$ cat src/common/mipsPkg.sv
package mipsPkg;

	typedef logic [31:0] word_t;
	typedef logic [4:0] regAddr_t;
	typedef logic [2:0] aluOp_t;

	localparam aluOp_t AluAnd = 3'd0;
	localparam aluOp_t AluOr = 3'd1;
	localparam aluOp_t AluAdd = 3'd2;
	localparam aluOp_t AluNor = 3'd3;
	localparam aluOp_t AluXor = 3'd4;
	localparam aluOp_t AluSub = 3'd6;
	localparam aluOp_t AluSlt = 3'd7; // Signed compare

	// Opcode field, instr[31:26]
	localparam logic [5:0] OpSpecial = 6'd0;
	localparam logic [5:0] OpBeq = 6'd4;
	localparam logic [5:0] OpBne = 6'd5;
	localparam logic [5:0] OpAddi = 6'd8;
	localparam logic [5:0] OpAddiu = 6'd9;
	localparam logic [5:0] OpAndi = 6'd12;
	localparam logic [5:0] OpOri = 6'd13;
	localparam logic [5:0] OpLw = 6'd35;
	localparam logic [5:0] OpSw = 6'd43;

	// Function field of SPECIAL, instr[5:0]
	localparam logic [5:0] FnAdd = 6'd32;
	localparam logic [5:0] FnAddu = 6'd33;
	localparam logic [5:0] FnSub = 6'd34;
	localparam logic [5:0] FnSubu = 6'd35;
	localparam logic [5:0] FnAnd = 6'd36;
	localparam logic [5:0] FnOr = 6'd37;
	localparam logic [5:0] FnXor = 6'd38;
	localparam logic [5:0] FnNor = 6'd39;
	localparam logic [5:0] FnSlt = 6'd42;

	typedef struct packed {
		logic regWrite;
		logic memRead;
		logic memWrite;
		logic branchEq;
		logic branchNe;
		logic aluSrcImm; // B operand from immediate
		logic zeroExtend;
		aluOp_t aluOp;
	} ctrl_t;

	typedef struct packed {
		logic valid;
		ctrl_t ctrl;
		word_t pcPlus4;
		word_t rsData;
		word_t rtData;
		word_t imm;
		regAddr_t dest;
	} idEx_t;

	typedef struct packed {
		logic valid;
		logic regWrite;
		logic memRead;
		logic memWrite;
		word_t aluResult;
		word_t storeData;
		regAddr_t dest;
	} exMem_t;

	typedef struct packed {
		logic valid; // Register write happening
		regAddr_t dest;
		word_t data;
	} memWb_t;

endpackage
$ cat src/verilog/mipsCore.sv
`timescale 1ns/10ps

module mipsCore import mipsPkg::*; #(
	parameter int DataWords = 64,
	parameter word_t ResetPc = '0
) (
	input logic Clk,
	input logic rstN,
	output word_t pc,
	input word_t instr,
	output memWb_t wb
);

	word_t ifInstr;
	word_t ifPcPlus4;
	logic branchTaken;
	word_t branchTarget;
	idEx_t idEx;
	exMem_t exMem;

	fetchStage #(.ResetPc(ResetPc)) fetch_i (
		.Clk(Clk),
		.rstN(rstN),
		.branchTaken(branchTaken),
		.branchTarget(branchTarget),
		.instr(instr),
		.pc(pc),
		.ifInstr(ifInstr),
		.ifPcPlus4(ifPcPlus4)
	);

	// Taken branch doubles as the flush
	decodeStage decode_i (
		.Clk(Clk),
		.rstN(rstN),
		.ifInstr(ifInstr),
		.ifPcPlus4(ifPcPlus4),
		.flush(branchTaken),
		.memWb(wb),
		.idEx(idEx)
	);

	executeStage execute_i (
		.Clk(Clk),
		.rstN(rstN),
		.idEx(idEx),
		.exMem(exMem),
		.branchTaken(branchTaken),
		.branchTarget(branchTarget)
	);

	memoryStage #(.DataWords(DataWords)) memory_i (
		.Clk(Clk),
		.rstN(rstN),
		.exMem(exMem),
		.memWb(wb)
	);

endmodule

$ cat src/verilog/memoryStage.sv
`timescale 1ns/10ps

module memoryStage import mipsPkg::*; #(
	parameter int DataWords = 64
) (
	input logic Clk,
	input logic rstN,
	input exMem_t exMem,
	output memWb_t memWb
);

	localparam int AddrBits = $clog2(DataWords);

	word_t dataMem [DataWords];
	logic [AddrBits-1:0] wordIdx;
	word_t loadData;
	word_t wbData;

	// Byte offset dropped, upper bits wrap
	assign wordIdx = exMem.aluResult[AddrBits+1:2];

	always_ff @(posedge Clk) begin
		if (exMem.valid && exMem.memWrite)
			dataMem[wordIdx] <= exMem.storeData;
	end

	assign loadData = dataMem[wordIdx];
	assign wbData = exMem.memRead ? loadData : exMem.aluResult;

	always_ff @(posedge Clk or negedge rstN) begin
		if (!rstN) begin
			memWb.valid <= 1'b0;
		end else begin
			memWb.valid <= exMem.valid & exMem.regWrite;
			memWb.dest <= exMem.dest;
			memWb.data <= wbData;
		end
	end

endmodule

$ cat src/verilog/executeStage.sv
`timescale 1ns/10ps

module executeStage import mipsPkg::*; (
	input logic Clk,
	input logic rstN,
	input idEx_t idEx,
	output exMem_t exMem,
	output logic branchTaken,
	output word_t branchTarget
);

	word_t aluB;
	word_t aluResult;
	logic zero;

	assign aluB = idEx.ctrl.aluSrcImm ? idEx.imm : idEx.rtData;

	always_comb begin
		case (idEx.ctrl.aluOp)
			AluAnd: aluResult = idEx.rsData & aluB;
			AluOr: aluResult = idEx.rsData | aluB;
			AluAdd: aluResult = idEx.rsData + aluB;
			AluSub: aluResult = idEx.rsData - aluB;
			AluSlt: aluResult = {31'b0, $signed(idEx.rsData) < $signed(aluB)};
			AluXor: aluResult = idEx.rsData ^ aluB;
			AluNor: aluResult = ~(idEx.rsData | aluB);
			default: aluResult = '0;
		endcase
	end

	assign zero = (aluResult == '0);

	// Resolved here, younger two slots get flushed
	assign branchTaken = idEx.valid
		& ((idEx.ctrl.branchEq & zero) | (idEx.ctrl.branchNe & ~zero));
	assign branchTarget = idEx.pcPlus4 + {idEx.imm[29:0], 2'b00};

	always_ff @(posedge Clk or negedge rstN) begin
		if (!rstN) begin
			exMem.valid <= 1'b0;
			exMem.regWrite <= 1'b0;
			exMem.memRead <= 1'b0;
			exMem.memWrite <= 1'b0;
		end else begin
			exMem.valid <= idEx.valid;
			exMem.regWrite <= idEx.ctrl.regWrite;
			exMem.memRead <= idEx.ctrl.memRead;
			exMem.memWrite <= idEx.ctrl.memWrite;
			exMem.aluResult <= aluResult;
			exMem.storeData <= idEx.rtData; // SW data is rt
			exMem.dest <= idEx.dest;
		end
	end

endmodule

$ cat src/verilog/fetchStage.sv
`timescale 1ns/10ps

module fetchStage import mipsPkg::*; #(
	parameter word_t ResetPc = '0
) (
	input logic Clk,
	input logic rstN,
	input logic branchTaken,
	input word_t branchTarget,
	input word_t instr,
	output word_t pc,
	output word_t ifInstr,
	output word_t ifPcPlus4
);

	typedef struct packed {
		word_t instr;
		word_t pcPlus4;
	} ifId_t;

	ifId_t ifId;
	word_t pcPlus4;

	assign pcPlus4 = pc + 32'd4;

	always_ff @(posedge Clk or negedge rstN) begin
		if (!rstN)
			pc <= ResetPc;
		else
			pc <= branchTaken ? branchTarget : pcPlus4;
	end

	// Zero word is a bubble downstream
	always_ff @(posedge Clk or negedge rstN) begin
		if (!rstN) begin
			ifId.instr <= '0;
		end else begin
			ifId.instr <= branchTaken ? '0 : instr;
			ifId.pcPlus4 <= pcPlus4;
		end
	end

	assign ifInstr = ifId.instr;
	assign ifPcPlus4 = ifId.pcPlus4;

endmodule

$ cat src/decode/decodeStage.sv
`timescale 1ns/10ps

module decodeStage import mipsPkg::*; (
	input logic Clk,
	input logic rstN,
	input word_t ifInstr,
	input word_t ifPcPlus4,
	input logic flush,
	input memWb_t memWb,
	output idEx_t idEx
);

	ctrl_t decCtrl;
	logic decValid;
	word_t rsData;
	word_t rtData;
	word_t immExt;
	regAddr_t dest;

	controlDecoder decoder_i (
		.instr(ifInstr),
		.ctrl(decCtrl),
		.valid(decValid)
	);

	registerFile regFile_i (
		.Clk(Clk),
		.rstN(rstN),
		.rsAddr(ifInstr[25:21]),
		.rtAddr(ifInstr[20:16]),
		.wr(memWb),
		.rsData(rsData),
		.rtData(rtData)
	);

	assign dest = (ifInstr[31:26] == OpSpecial) ? ifInstr[15:11] : ifInstr[20:16]; // rd or rt
	assign immExt = decCtrl.zeroExtend ? {16'b0, ifInstr[15:0]}
		: {{16{ifInstr[15]}}, ifInstr[15:0]};

	always_ff @(posedge Clk or negedge rstN) begin
		if (!rstN) begin
			idEx.valid <= 1'b0;
			idEx.ctrl <= '0;
		end else begin
			idEx.valid <= decValid & ~flush;
			idEx.ctrl <= flush ? '0 : decCtrl;
			idEx.pcPlus4 <= ifPcPlus4;
			idEx.rsData <= rsData;
			idEx.rtData <= rtData;
			idEx.imm <= immExt;
			idEx.dest <= dest;
		end
	end

endmodule

$ cat src/decode/registerFile.sv
`timescale 1ns/10ps

module registerFile import mipsPkg::*; (
	input logic Clk,
	input logic rstN,
	input regAddr_t rsAddr,
	input regAddr_t rtAddr,
	input memWb_t wr,
	output word_t rsData,
	output word_t rtData
);

	word_t regs [32];

	// Write-through so decode sees the value retiring this cycle
	function automatic word_t readPort(regAddr_t addr);
		if (addr == '0)
			return '0;
		if (wr.valid && wr.dest == addr)
			return wr.data;
		return regs[addr];
	endfunction

	always_ff @(posedge Clk or negedge rstN) begin
		if (!rstN) begin
			for (int i = 0; i < 32; i++)
				regs[i] <= '0;
		end else if (wr.valid && wr.dest != '0) begin
			regs[wr.dest] <= wr.data;
		end
	end

	always_comb rsData = readPort(rsAddr);
	always_comb rtData = readPort(rtAddr);

endmodule

$ cat src/decode/controlDecoder.sv
`timescale 1ns/10ps

module controlDecoder import mipsPkg::*; (
	input word_t instr,
	output ctrl_t ctrl,
	output logic valid
);

	logic [5:0] opcode;
	logic [5:0] funct;
	logic destZero;

	assign opcode = instr[31:26];
	assign funct = instr[5:0];
	assign destZero = (opcode == OpSpecial) ? (instr[15:11] == '0) : (instr[20:16] == '0);

	always_comb begin
		ctrl = '0;
		valid = 1'b1;
		case (opcode)
			OpSpecial: begin
				ctrl.regWrite = 1'b1;
				case (funct)
					FnAdd, FnAddu: ctrl.aluOp = AluAdd;
					FnSub, FnSubu: ctrl.aluOp = AluSub;
					FnAnd: ctrl.aluOp = AluAnd;
					FnOr: ctrl.aluOp = AluOr;
					FnXor: ctrl.aluOp = AluXor;
					FnNor: ctrl.aluOp = AluNor;
					FnSlt: ctrl.aluOp = AluSlt;
					default: begin // All-zero word lands here too
						ctrl = '0;
						valid = 1'b0;
					end
				endcase
			end
			OpAddi, OpAddiu: begin
				ctrl.regWrite = 1'b1;
				ctrl.aluSrcImm = 1'b1;
				ctrl.aluOp = AluAdd;
			end
			OpAndi, OpOri: begin
				ctrl.regWrite = 1'b1;
				ctrl.aluSrcImm = 1'b1;
				ctrl.zeroExtend = 1'b1;
				ctrl.aluOp = (opcode == OpAndi) ? AluAnd : AluOr;
			end
			OpLw: begin
				ctrl.regWrite = 1'b1;
				ctrl.memRead = 1'b1;
				ctrl.aluSrcImm = 1'b1;
				ctrl.aluOp = AluAdd;
			end
			OpSw: begin
				ctrl.memWrite = 1'b1;
				ctrl.aluSrcImm = 1'b1;
				ctrl.aluOp = AluAdd;
			end
			OpBeq, OpBne: begin
				ctrl.branchEq = (opcode == OpBeq);
				ctrl.branchNe = (opcode == OpBne);
				ctrl.aluOp = AluSub; // Zero result means equal
			end
			default: valid = 1'b0;
		endcase
		if (destZero)
			ctrl.regWrite = 1'b0; // r0 stays zero and unreported
	end

endmodule

$ cat config.mk
export PLATFORM = sky130hd
export DESIGN_NAME = mipsCore
export DESIGN_NICKNAME = d
export VERILOG_FILES = /design/src/common/mipsPkg.sv /design/src/verilog/mipsCore.sv /design/src/verilog/memoryStage.sv /design/src/verilog/executeStage.sv /design/src/verilog/fetchStage.sv /design/src/decode/decodeStage.sv /design/src/decode/registerFile.sv /design/src/decode/controlDecoder.sv
export SDC_FILE = /design/constraint.sdc
export NUM_CORES = 2
export LEC_CHECK = 0
export BUFFER_PORTS_ARGS = -buffer_cell sky130_fd_sc_hd__buf_4
export CAP_MARGIN = 5
export CELL_PAD_IN_SITES_DETAIL_PLACEMENT = 1
export CELL_PAD_IN_SITES_GLOBAL_PLACEMENT = 2
export CORE_UTILIZATION = 24
export CTS_CLUSTER_SIZE = 28
export DETAILED_ROUTE_END_ITERATION = 8
export PLACE_DENSITY = 0.53
export SETUP_SLACK_MARGIN = 0.15
export SYNTH_ARGS = -nofsm -noshare
export SYNTH_HDL_FRONTEND = slang
export SYNTH_SLANG_ARGS = --single-unit
$ cat constraint.sdc
create_clock -name Clk -period 6.65 [get_ports Clk]
set_input_delay 0.9975 -clock Clk [delete_from_list [all_inputs] [get_ports Clk]]
set_output_delay 0.9975 -clock Clk [all_outputs]
set_load 0.05 [all_outputs]
# Yosys cells after proc, flatten, opt, wreduce, memory -nomap -nowiden
# Memory sizes are Yosys's and may differ from the RTL's. A register that Yosys moved wholly into a read port is not among the register bits.
# Index checks and enable logic that the tools add are counted.
dict set report op_classes {
  addsub 4
  order_cmp 5
  n_eq_ne 25
  muxes 47
  n_bitwise 15
  reduce_logical 21
}
# cell count
set ops {}
lappend ops {{$bwmux W1024} 1}
lappend ops {{$mux W32} 17}
lappend ops {{$bmux W32 S5} 2}
lappend ops {{$pmux W32 S7} 1}
lappend ops {{$demux W32 S5} 1}
lappend ops {{$eq A6 B6 Y1 const B} 11}
lappend ops {{$add A32 B32 Y32} 2}
lappend ops {{$add A32 B3 Y32 const B} 1}
lappend ops {{$and A32 B32 Y32} 1}
lappend ops {{$logic_not A32 Y1} 1}
lappend ops {{$lt A32 B32 Y1} 1}
lappend ops {{$not A32 Y32} 1}
lappend ops {{$or A32 B32 Y32} 1}
lappend ops {{$sub A32 B32 Y32} 1}
lappend ops {{$xor A32 B32 Y32} 1}
lappend ops {{$eq A6 B4 Y1 const B} 4}
lappend ops {{$ge A6 B6 Y1 const B} 3}
lappend ops {{$not A5 Y6} 3}
lappend ops {{$pmux W3 S6} 1}
lappend ops {{$logic_not A5 Y1} 3}
lappend ops {{$eq A6 B3 Y1 const B} 2}
lappend ops {{$mux W1} 12}
lappend ops {{$pmux W1 S2} 6}
lappend ops {{$pmux W3 S4} 1}
lappend ops {{23 further kinds} 39}
dict set report word_totals {
  regBits 1359
  mem_bits_rw 2048
  word_cells 177
  mem_count 1
}
# memory depth width read_ports rd_ports_with_merged_regs write_ports line
set memory_table {}
lappend memory_table {memory_i.dataMem 64 32 1 1 1 memoryStage.sv:14} ;# word_t dataMem [DataWords];

# Logic depth before layout (Yosys ltp)
dict set report logic_depth {
  word_depth 11
  depth_mapped 24
  depth_no_buf 19
}

# By module
# A second synthesis with hierarchy kept.
dict set report hier_totals {
  hier_cells 9889
  area_unflattened_um2 154618.3
}
# mod n_inst cells_per_inst area_each_um2 seq_area_each_um2
set by_module_without_submodules {}
lappend by_module_without_submodules {memoryStage 1 4234 80264.5 62635.1}
lappend by_module_without_submodules {registerFile 1 3920 55988.7 25624.6}
lappend by_module_without_submodules {executeStage 1 1220 10018.4 2172.1}
lappend by_module_without_submodules {decodeStage 1 165 4088.9 3818.7}
lappend by_module_without_submodules {fetchStage 1 299 3936.3 2562.5}
lappend by_module_without_submodules {controlDecoder 1 51 321.6 0.0}

# Worst setup path before layout
# No wires, ideal clock.
dict set report synth_timing {
  path_kind {reg-to-reg}
  startpoint {register decode_i.idEx[137] (netlist name)}
  endpoint {register fetch_i.pc[17]}
  setup_ns 0.125
  t_arrival_ns 5.773
  slack_ns 0.752
  path_stages_with_launch 23
  path_buffers 4
  period_less_slack_ns 5.898
  cell_sequence {dfrtp_1 > clkbuf_1 > clkbuf_1 > mux2i_1 > inv_1 > ha_1 > fa_1 > a21o_1 > a311o_1 > a211o_1 > nand2_2 > o32ai_1 > or4_4 > or4b_1 > nor4_1 > nand4b_1 > nor4_1 > nand2_1 > nor2_2 > mux2i_1 > buf_6 > buf_6 > mux2_4}
}
dict set report synth_between {
  elab_chain_len 10
  word_cells_on_any_way 16
  cone_classes {add/sub (2); order compare (1); mux (3); bitwise (9); reduce/logical (1)}
}
# item line
set synth_lines {}
lappend synth_lines {{$mux W32 (*)} executeStage.sv:16} ;# assign aluB = idEx.ctrl.aluSrcImm ? idEx.imm : idEx.rtData;
lappend synth_lines {{branches (longest 2 deep; another with $sub A32 B32 Y32)} --}
lappend synth_lines {{$pmux W32 S7 (*)} executeStage.sv:19} ;# case (idEx.ctrl.aluOp)
lappend synth_lines {{net execute_i.aluResult[18]} executeStage.sv:13} ;# word_t aluResult;
lappend synth_lines {{$logic_not A32 Y1 (*)} executeStage.sv:31} ;# assign zero = (aluResult == '0);
lappend synth_lines {{$not A1 Y1} executeStage.sv:35} ;# & ((idEx.ctrl.branchEq & zero) | (idEx.ctrl.branchNe & ~zero));
lappend synth_lines {{$and A1 B1 Y1} executeStage.sv:35}
lappend synth_lines {{$or A1 B1 Y1 (*)} executeStage.sv:35}
lappend synth_lines {{$and A1 B1 Y1 (*)} executeStage.sv:35}
lappend synth_lines {{$mux W32 (*)} fetchStage.sv:30} ;# pc <= branchTaken ? branchTarget : pcPlus4;
lappend synth_lines {{to (signal assigned)} fetchStage.sv:28} ;# pc <= ResetPc;
lappend synth_lines {{to (signal assigned)} fetchStage.sv:30}
lappend synth_lines {{to (decl)} fetchStage.sv:11} ;# output word_t pc,
# Mark *: on every way through the listed nets, which the timed path passes.
# A chain may end at the register's enable or synchronous reset.

# Final worst setup path
dict set report layout_timing {
  startpoint {register decode_i.idEx[137] (netlist name)}
  endpoint {register fetch_i.pc[16]}
}
dict set report layout_between {
  elab_chain_len 10
  word_cells_on_any_way 16
  cone_classes {add/sub (2); order compare (1); mux (3); bitwise (9); reduce/logical (1)}
}
# item line
set layout_lines {}
lappend layout_lines {{$mux W32 (*)} executeStage.sv:16}
lappend layout_lines {{branches (longest 2 deep; another with $sub A32 B32 Y32)} --}
lappend layout_lines {{$pmux W32 S7 (*)} executeStage.sv:19}
lappend layout_lines {{net execute_i.aluResult[27]} executeStage.sv:13}
lappend layout_lines {{$logic_not A32 Y1 (*)} executeStage.sv:31}
lappend layout_lines {{$not A1 Y1} executeStage.sv:35}
lappend layout_lines {{$and A1 B1 Y1} executeStage.sv:35}
lappend layout_lines {{$or A1 B1 Y1 (*)} executeStage.sv:35}
lappend layout_lines {{$and A1 B1 Y1 (*)} executeStage.sv:35}
lappend layout_lines {{$mux W32 (*)} fetchStage.sv:30}
# Marked as above.

==> run_results.csv <==
group,metric,value,unit
final_layout,final_nets,8565,
die,die-height,797,um
job,max_cap_violations,0,
die,io_pins,104,
final_layout,final_core_util,0.281,
final_layout,layout-drive-gt1-share,0.398,
synthesis,synthAdderAreaFrac,0.0112,
synthesis,synth_cell_types,84,
die,num_rows,291,
timing,slew_viol_final,0,
pwr,p_leak,63.8,nW
die,dieArea,635000,um^2
cts,clk_latency,1.02,ns
cts,cts_tree,"built",
timing,worst_slew_pin_slew,1.38,ns
final_layout,finalNonFillerCells,17100,
timing,clock.fmax,161,MHz
setup_path,worstReg2RegStart,"decode_i.idEx[137]",
global_routing,track_usage,0.163,
pwr,vdd_drop_max,208,uV
global_routing,antenna_found_initial,49,
cts,clockBufferDepth,4,
routing,drt_iter0_markers,7273,
cts,cts-buffers-inserted,368,
final_layout,n_fill_cell,64500,
pwr,p_comb_frac,0.095,
routing,vias_per_cell,4.84,
synthesis,yosys.area_share.simple,0.0219,
global_routing,grt_pass1_vias,88800,
setup_path,cp_slowest_cell,"a2111oi_1",
routing,drc,0,
synthesis,ys_ff_latch,3413,
placed_design,pre_cts_ws,0.178,ns
pwr,seqPwrFrac,0.477,
synthesis,synth_compound_area_frac,0.0262,
synthesis,synth_edf_count,2304,
synthesis,syn_area_per_cell,18.4,um^2
synthesis,synthCells,8230,
synthesis,mappedNetlistNets,8398,
synthesis,synth_top_family_by_area,"multiplexers",
routing,vias,82500,
cts,h-tree-depth,5,
placed_design,port_buffers,103,
routing,drt_pass1_iterations,5,
setup_path,endpoint_kind,"register",
timing,final.setup.worst_slack,0.455,ns
run_status,outcome,"finished, final reports clean",
setup_path,crit_start,"decode_i.idEx[137]",
die,core-area,629000,um^2
routing,post_drt_wl_per_cell,30.9,um
placed_design,place_congestion,0.831,
hold_path,min_from,"instr[5]",
global_routing,grt_pass1_wl,737000,um
synthesis,yosys.area_share.xor_xnor,0.00647,
global_routing,grt_overflow,0,
synthesis,synth_warnings,0,
setup_path,slowest_delay,0.73,ns
synthesis,seq_area_frac_synth,0.639,
timing,setup_tns,0,ns
cts,clock-sinks,3413,
timing,period_needed,6.20,ns
final_layout,layout_commonest_cell,"edfxtp_1",
pwr,finalPower,0.0488,W
timing,fin_crit_sh,0.932,
setup_path,start_kind,"register",
pwr,p_int,0.0366,W
timing,fin_skew,0.0903,ns
hold_path,min-delay-path-class,"input pin to register",
placed_design,dpl.hpwl,311000,um
cts,clk_pin_slew,0.06,ns
synthesis,synth_mux_area_frac,0.275,
timing,rsz0062_at_grt,"false",
pwr,net-switching-power,0.0123,W
global_routing,grt_max_degree,174,
setup_path,crit_fanout,17,
synthesis,synth_ff_type,"edfxtp_1",
placed_design,dp_cells,16400,
synthesis,async_flop_share,0.323,
pwr,p_clk_frac,0.428,
synthesis,synthesis.area,152000,um^2
pwr,power.density,277,nW/um^2
timing,setup_viol,0,
cts,cts-root-buf,"clkbuf_16",
final_layout,syn_to_final_growth,16.4,%
die,start_util,0.241,
pwr,p_sw_frac,0.251,
routing,drt-total-wl,527000,um
timing,hold_viol_final,0,
setup_path,path_class,"register to register",
setup_path,path_cells,"buf_6, mux2i_1, ha_1, buf_4, a21o_1, a2111oi_1, buf_4, o211a_1, o21ai_1, and2_1, a21o_1, mux2i_1, mux2i_1, o21ai_0, a2111oi_0, buf_4, nand2_1, nor2_4, mux2i_4, buf_12, clkbuf_16, mux2_2",
routing,final_antenna_net_count,0,
timing,slew_headroom,0.0713,
final_layout,layout_common_cells,"2304 x edfxtp_1, 1235 x mux4_2, 1089 x dfrtp_1",
die,die_x,797,um
setup_path,crit_required,7.53,ns
setup_path,critPathArrivalTime,7.07,ns
## layout make-up
| type | instances | area, um^2 | share of cell area |
|---|---|---|---|
| well taps | 8350 | 10400 | 0.0592 |
| flip-flops and latches | 3413 | 97000 | 0.549 |
| multi-input cells | 4018 | 52500 | 0.298 |
| repair buffers | 444 | 3800 | 0.0215 |
| inverters | 152 | 571 | 0.00323 |
| clock buffers | 468 | 9910 | 0.0561 |
| clock inverters | 200 | 2260 | 0.0128 |
| diodes | 17 | 42.5 | 0.000241 |
## metal layers
layer	vias up	part of all wire	track usage
li1	33500	-	-
met2	2107	0.48	0.270
met1	46300	0.45	0.227
met3	563	0.046	0.0200
met5	-	0.000025	0
met4	2	0.025	0.0399
## synth_stat cells (11+ instances only)
cell	n	area, um^2
a211oi_1	79	593
a21o_1	24	180
a21oi_1	148	741
a221oi_1	24	210
a22oi_1	26	195
a31oi_1	17	106
and2_1	11	68.8
and3_1	16	100
buf_1	176	661
buf_2	12	60.1
clkbuf_1	453	1700
dfrtp_1	1103	27600
edfxtp_1	2304	69200
ha_1	131	1640
inv_1	152	571
mux2_2	1078	12100
mux2_4	14	210
mux2i_1	157	1570
mux4_2	1235	27800
nand2_1	134	503
nand2b_1	32	200
nand3_1	51	255
nand3b_1	11	82.6
nand4_1	18	113
nor2_1	288	1080
nor2b_1	25	156
nor3_1	48	240
nor4_1	20	125
o211ai_1	29	218
o21a_1	11	82.6
o21ai_0	62	310
o21bai_1	11	82.6
o221ai_1	19	166
o22ai_1	35	219
o31ai_1	13	97.6
or3_1	15	93.8
xnor2_1	78	683
xor2_1	34	298
## final timing paths
| kind | slack [ns] | end | depth (start not counted) |
|---|---|---|---|
| max in group asynchronous | 4.11 | decode_i.regFile_i.regs[311] | 4 |
| min in group asynchronous | 0.65 | decode_i.regFile_i.regs[296] | 2 |
| worst max-delay path | 0.45 | fetch_i.pc[16] | 22 |
| worst min register to register | 0.35 | execute_i.exMem[71] | 0 |
| worst min-delay path | 0.20 | fetch_i.ifInstr[5] | 3 |
| worst max register to register | 0.45 | fetch_i.pc[16] | 22 |
## registers in the layout (all words and copies together) (netlist names), named ones only
signal / count
decode_i.regFile_i.regs: 1024
memory_i.dataMem: 2048
decode_i.idEx: 128
fetch_i.ifPcPlus4: 32
memory_i.memWb: 38
fetch_i.ifInstr: 32
fetch_i.pc: 32
execute_i.exMem: 73
## through the flow
stage	hold WS, ns	cell area [um^2]
finish	0.203	177000
global route	0.158	176000
CTS	0.0991	176000
detailed placement	0.337	164000
global placement	0.334	164000
floorplan	0.331	152000
## worst max-delay path: cells and delay by family, from the launching register on
| kind | cells | cell delay, ns |
|---|---|---|
| compound gates | 7 | 2.03 |
| fa+ha+maj | 1 | 0.40 |
| buf+inv | 6 | 1.24 |
| flops | 1 | 0.39 |
| mux | 5 | 1.34 |
| simple gates | 3 | 0.59 |
## timing repair
item | in CTS | in global routing
cloned | 0 | 2
endpoints found under the hold margin | 62 | 0
setup endpoints to repair | 15 | 74
hold buffers | 1 | 0
gates resized for setup | 2 | 6
setup buffers | 0 | 3
## power groups by stage
stage	logic [W]	registers (W)	clock network, W
finish	0.00464	0.0233	0.0209
detailed placement	0.00472	0.0237	0
floorplan	0.00253	0.0238	0
global placement	0.00467	0.0237	0
CTS	0.00474	0.0233	0.0215
global route	0.00493	0.0233	0.0221
## kinds of logic (layout without fill, tap and decap cells)
family                   after synthesis  after routing
AO/OA/AOI/OAI                        581            581
XOR/XNOR                             112            112
adder cells (fa/ha/maj)              134            134
buffers and inverters                799           1264
flip-flops                          3413           3413
multiplexers                        2484           2484
other                                  0             17
AND/OR/NAND/NOR                      707            707
Power figures use the tool's default switching activity.
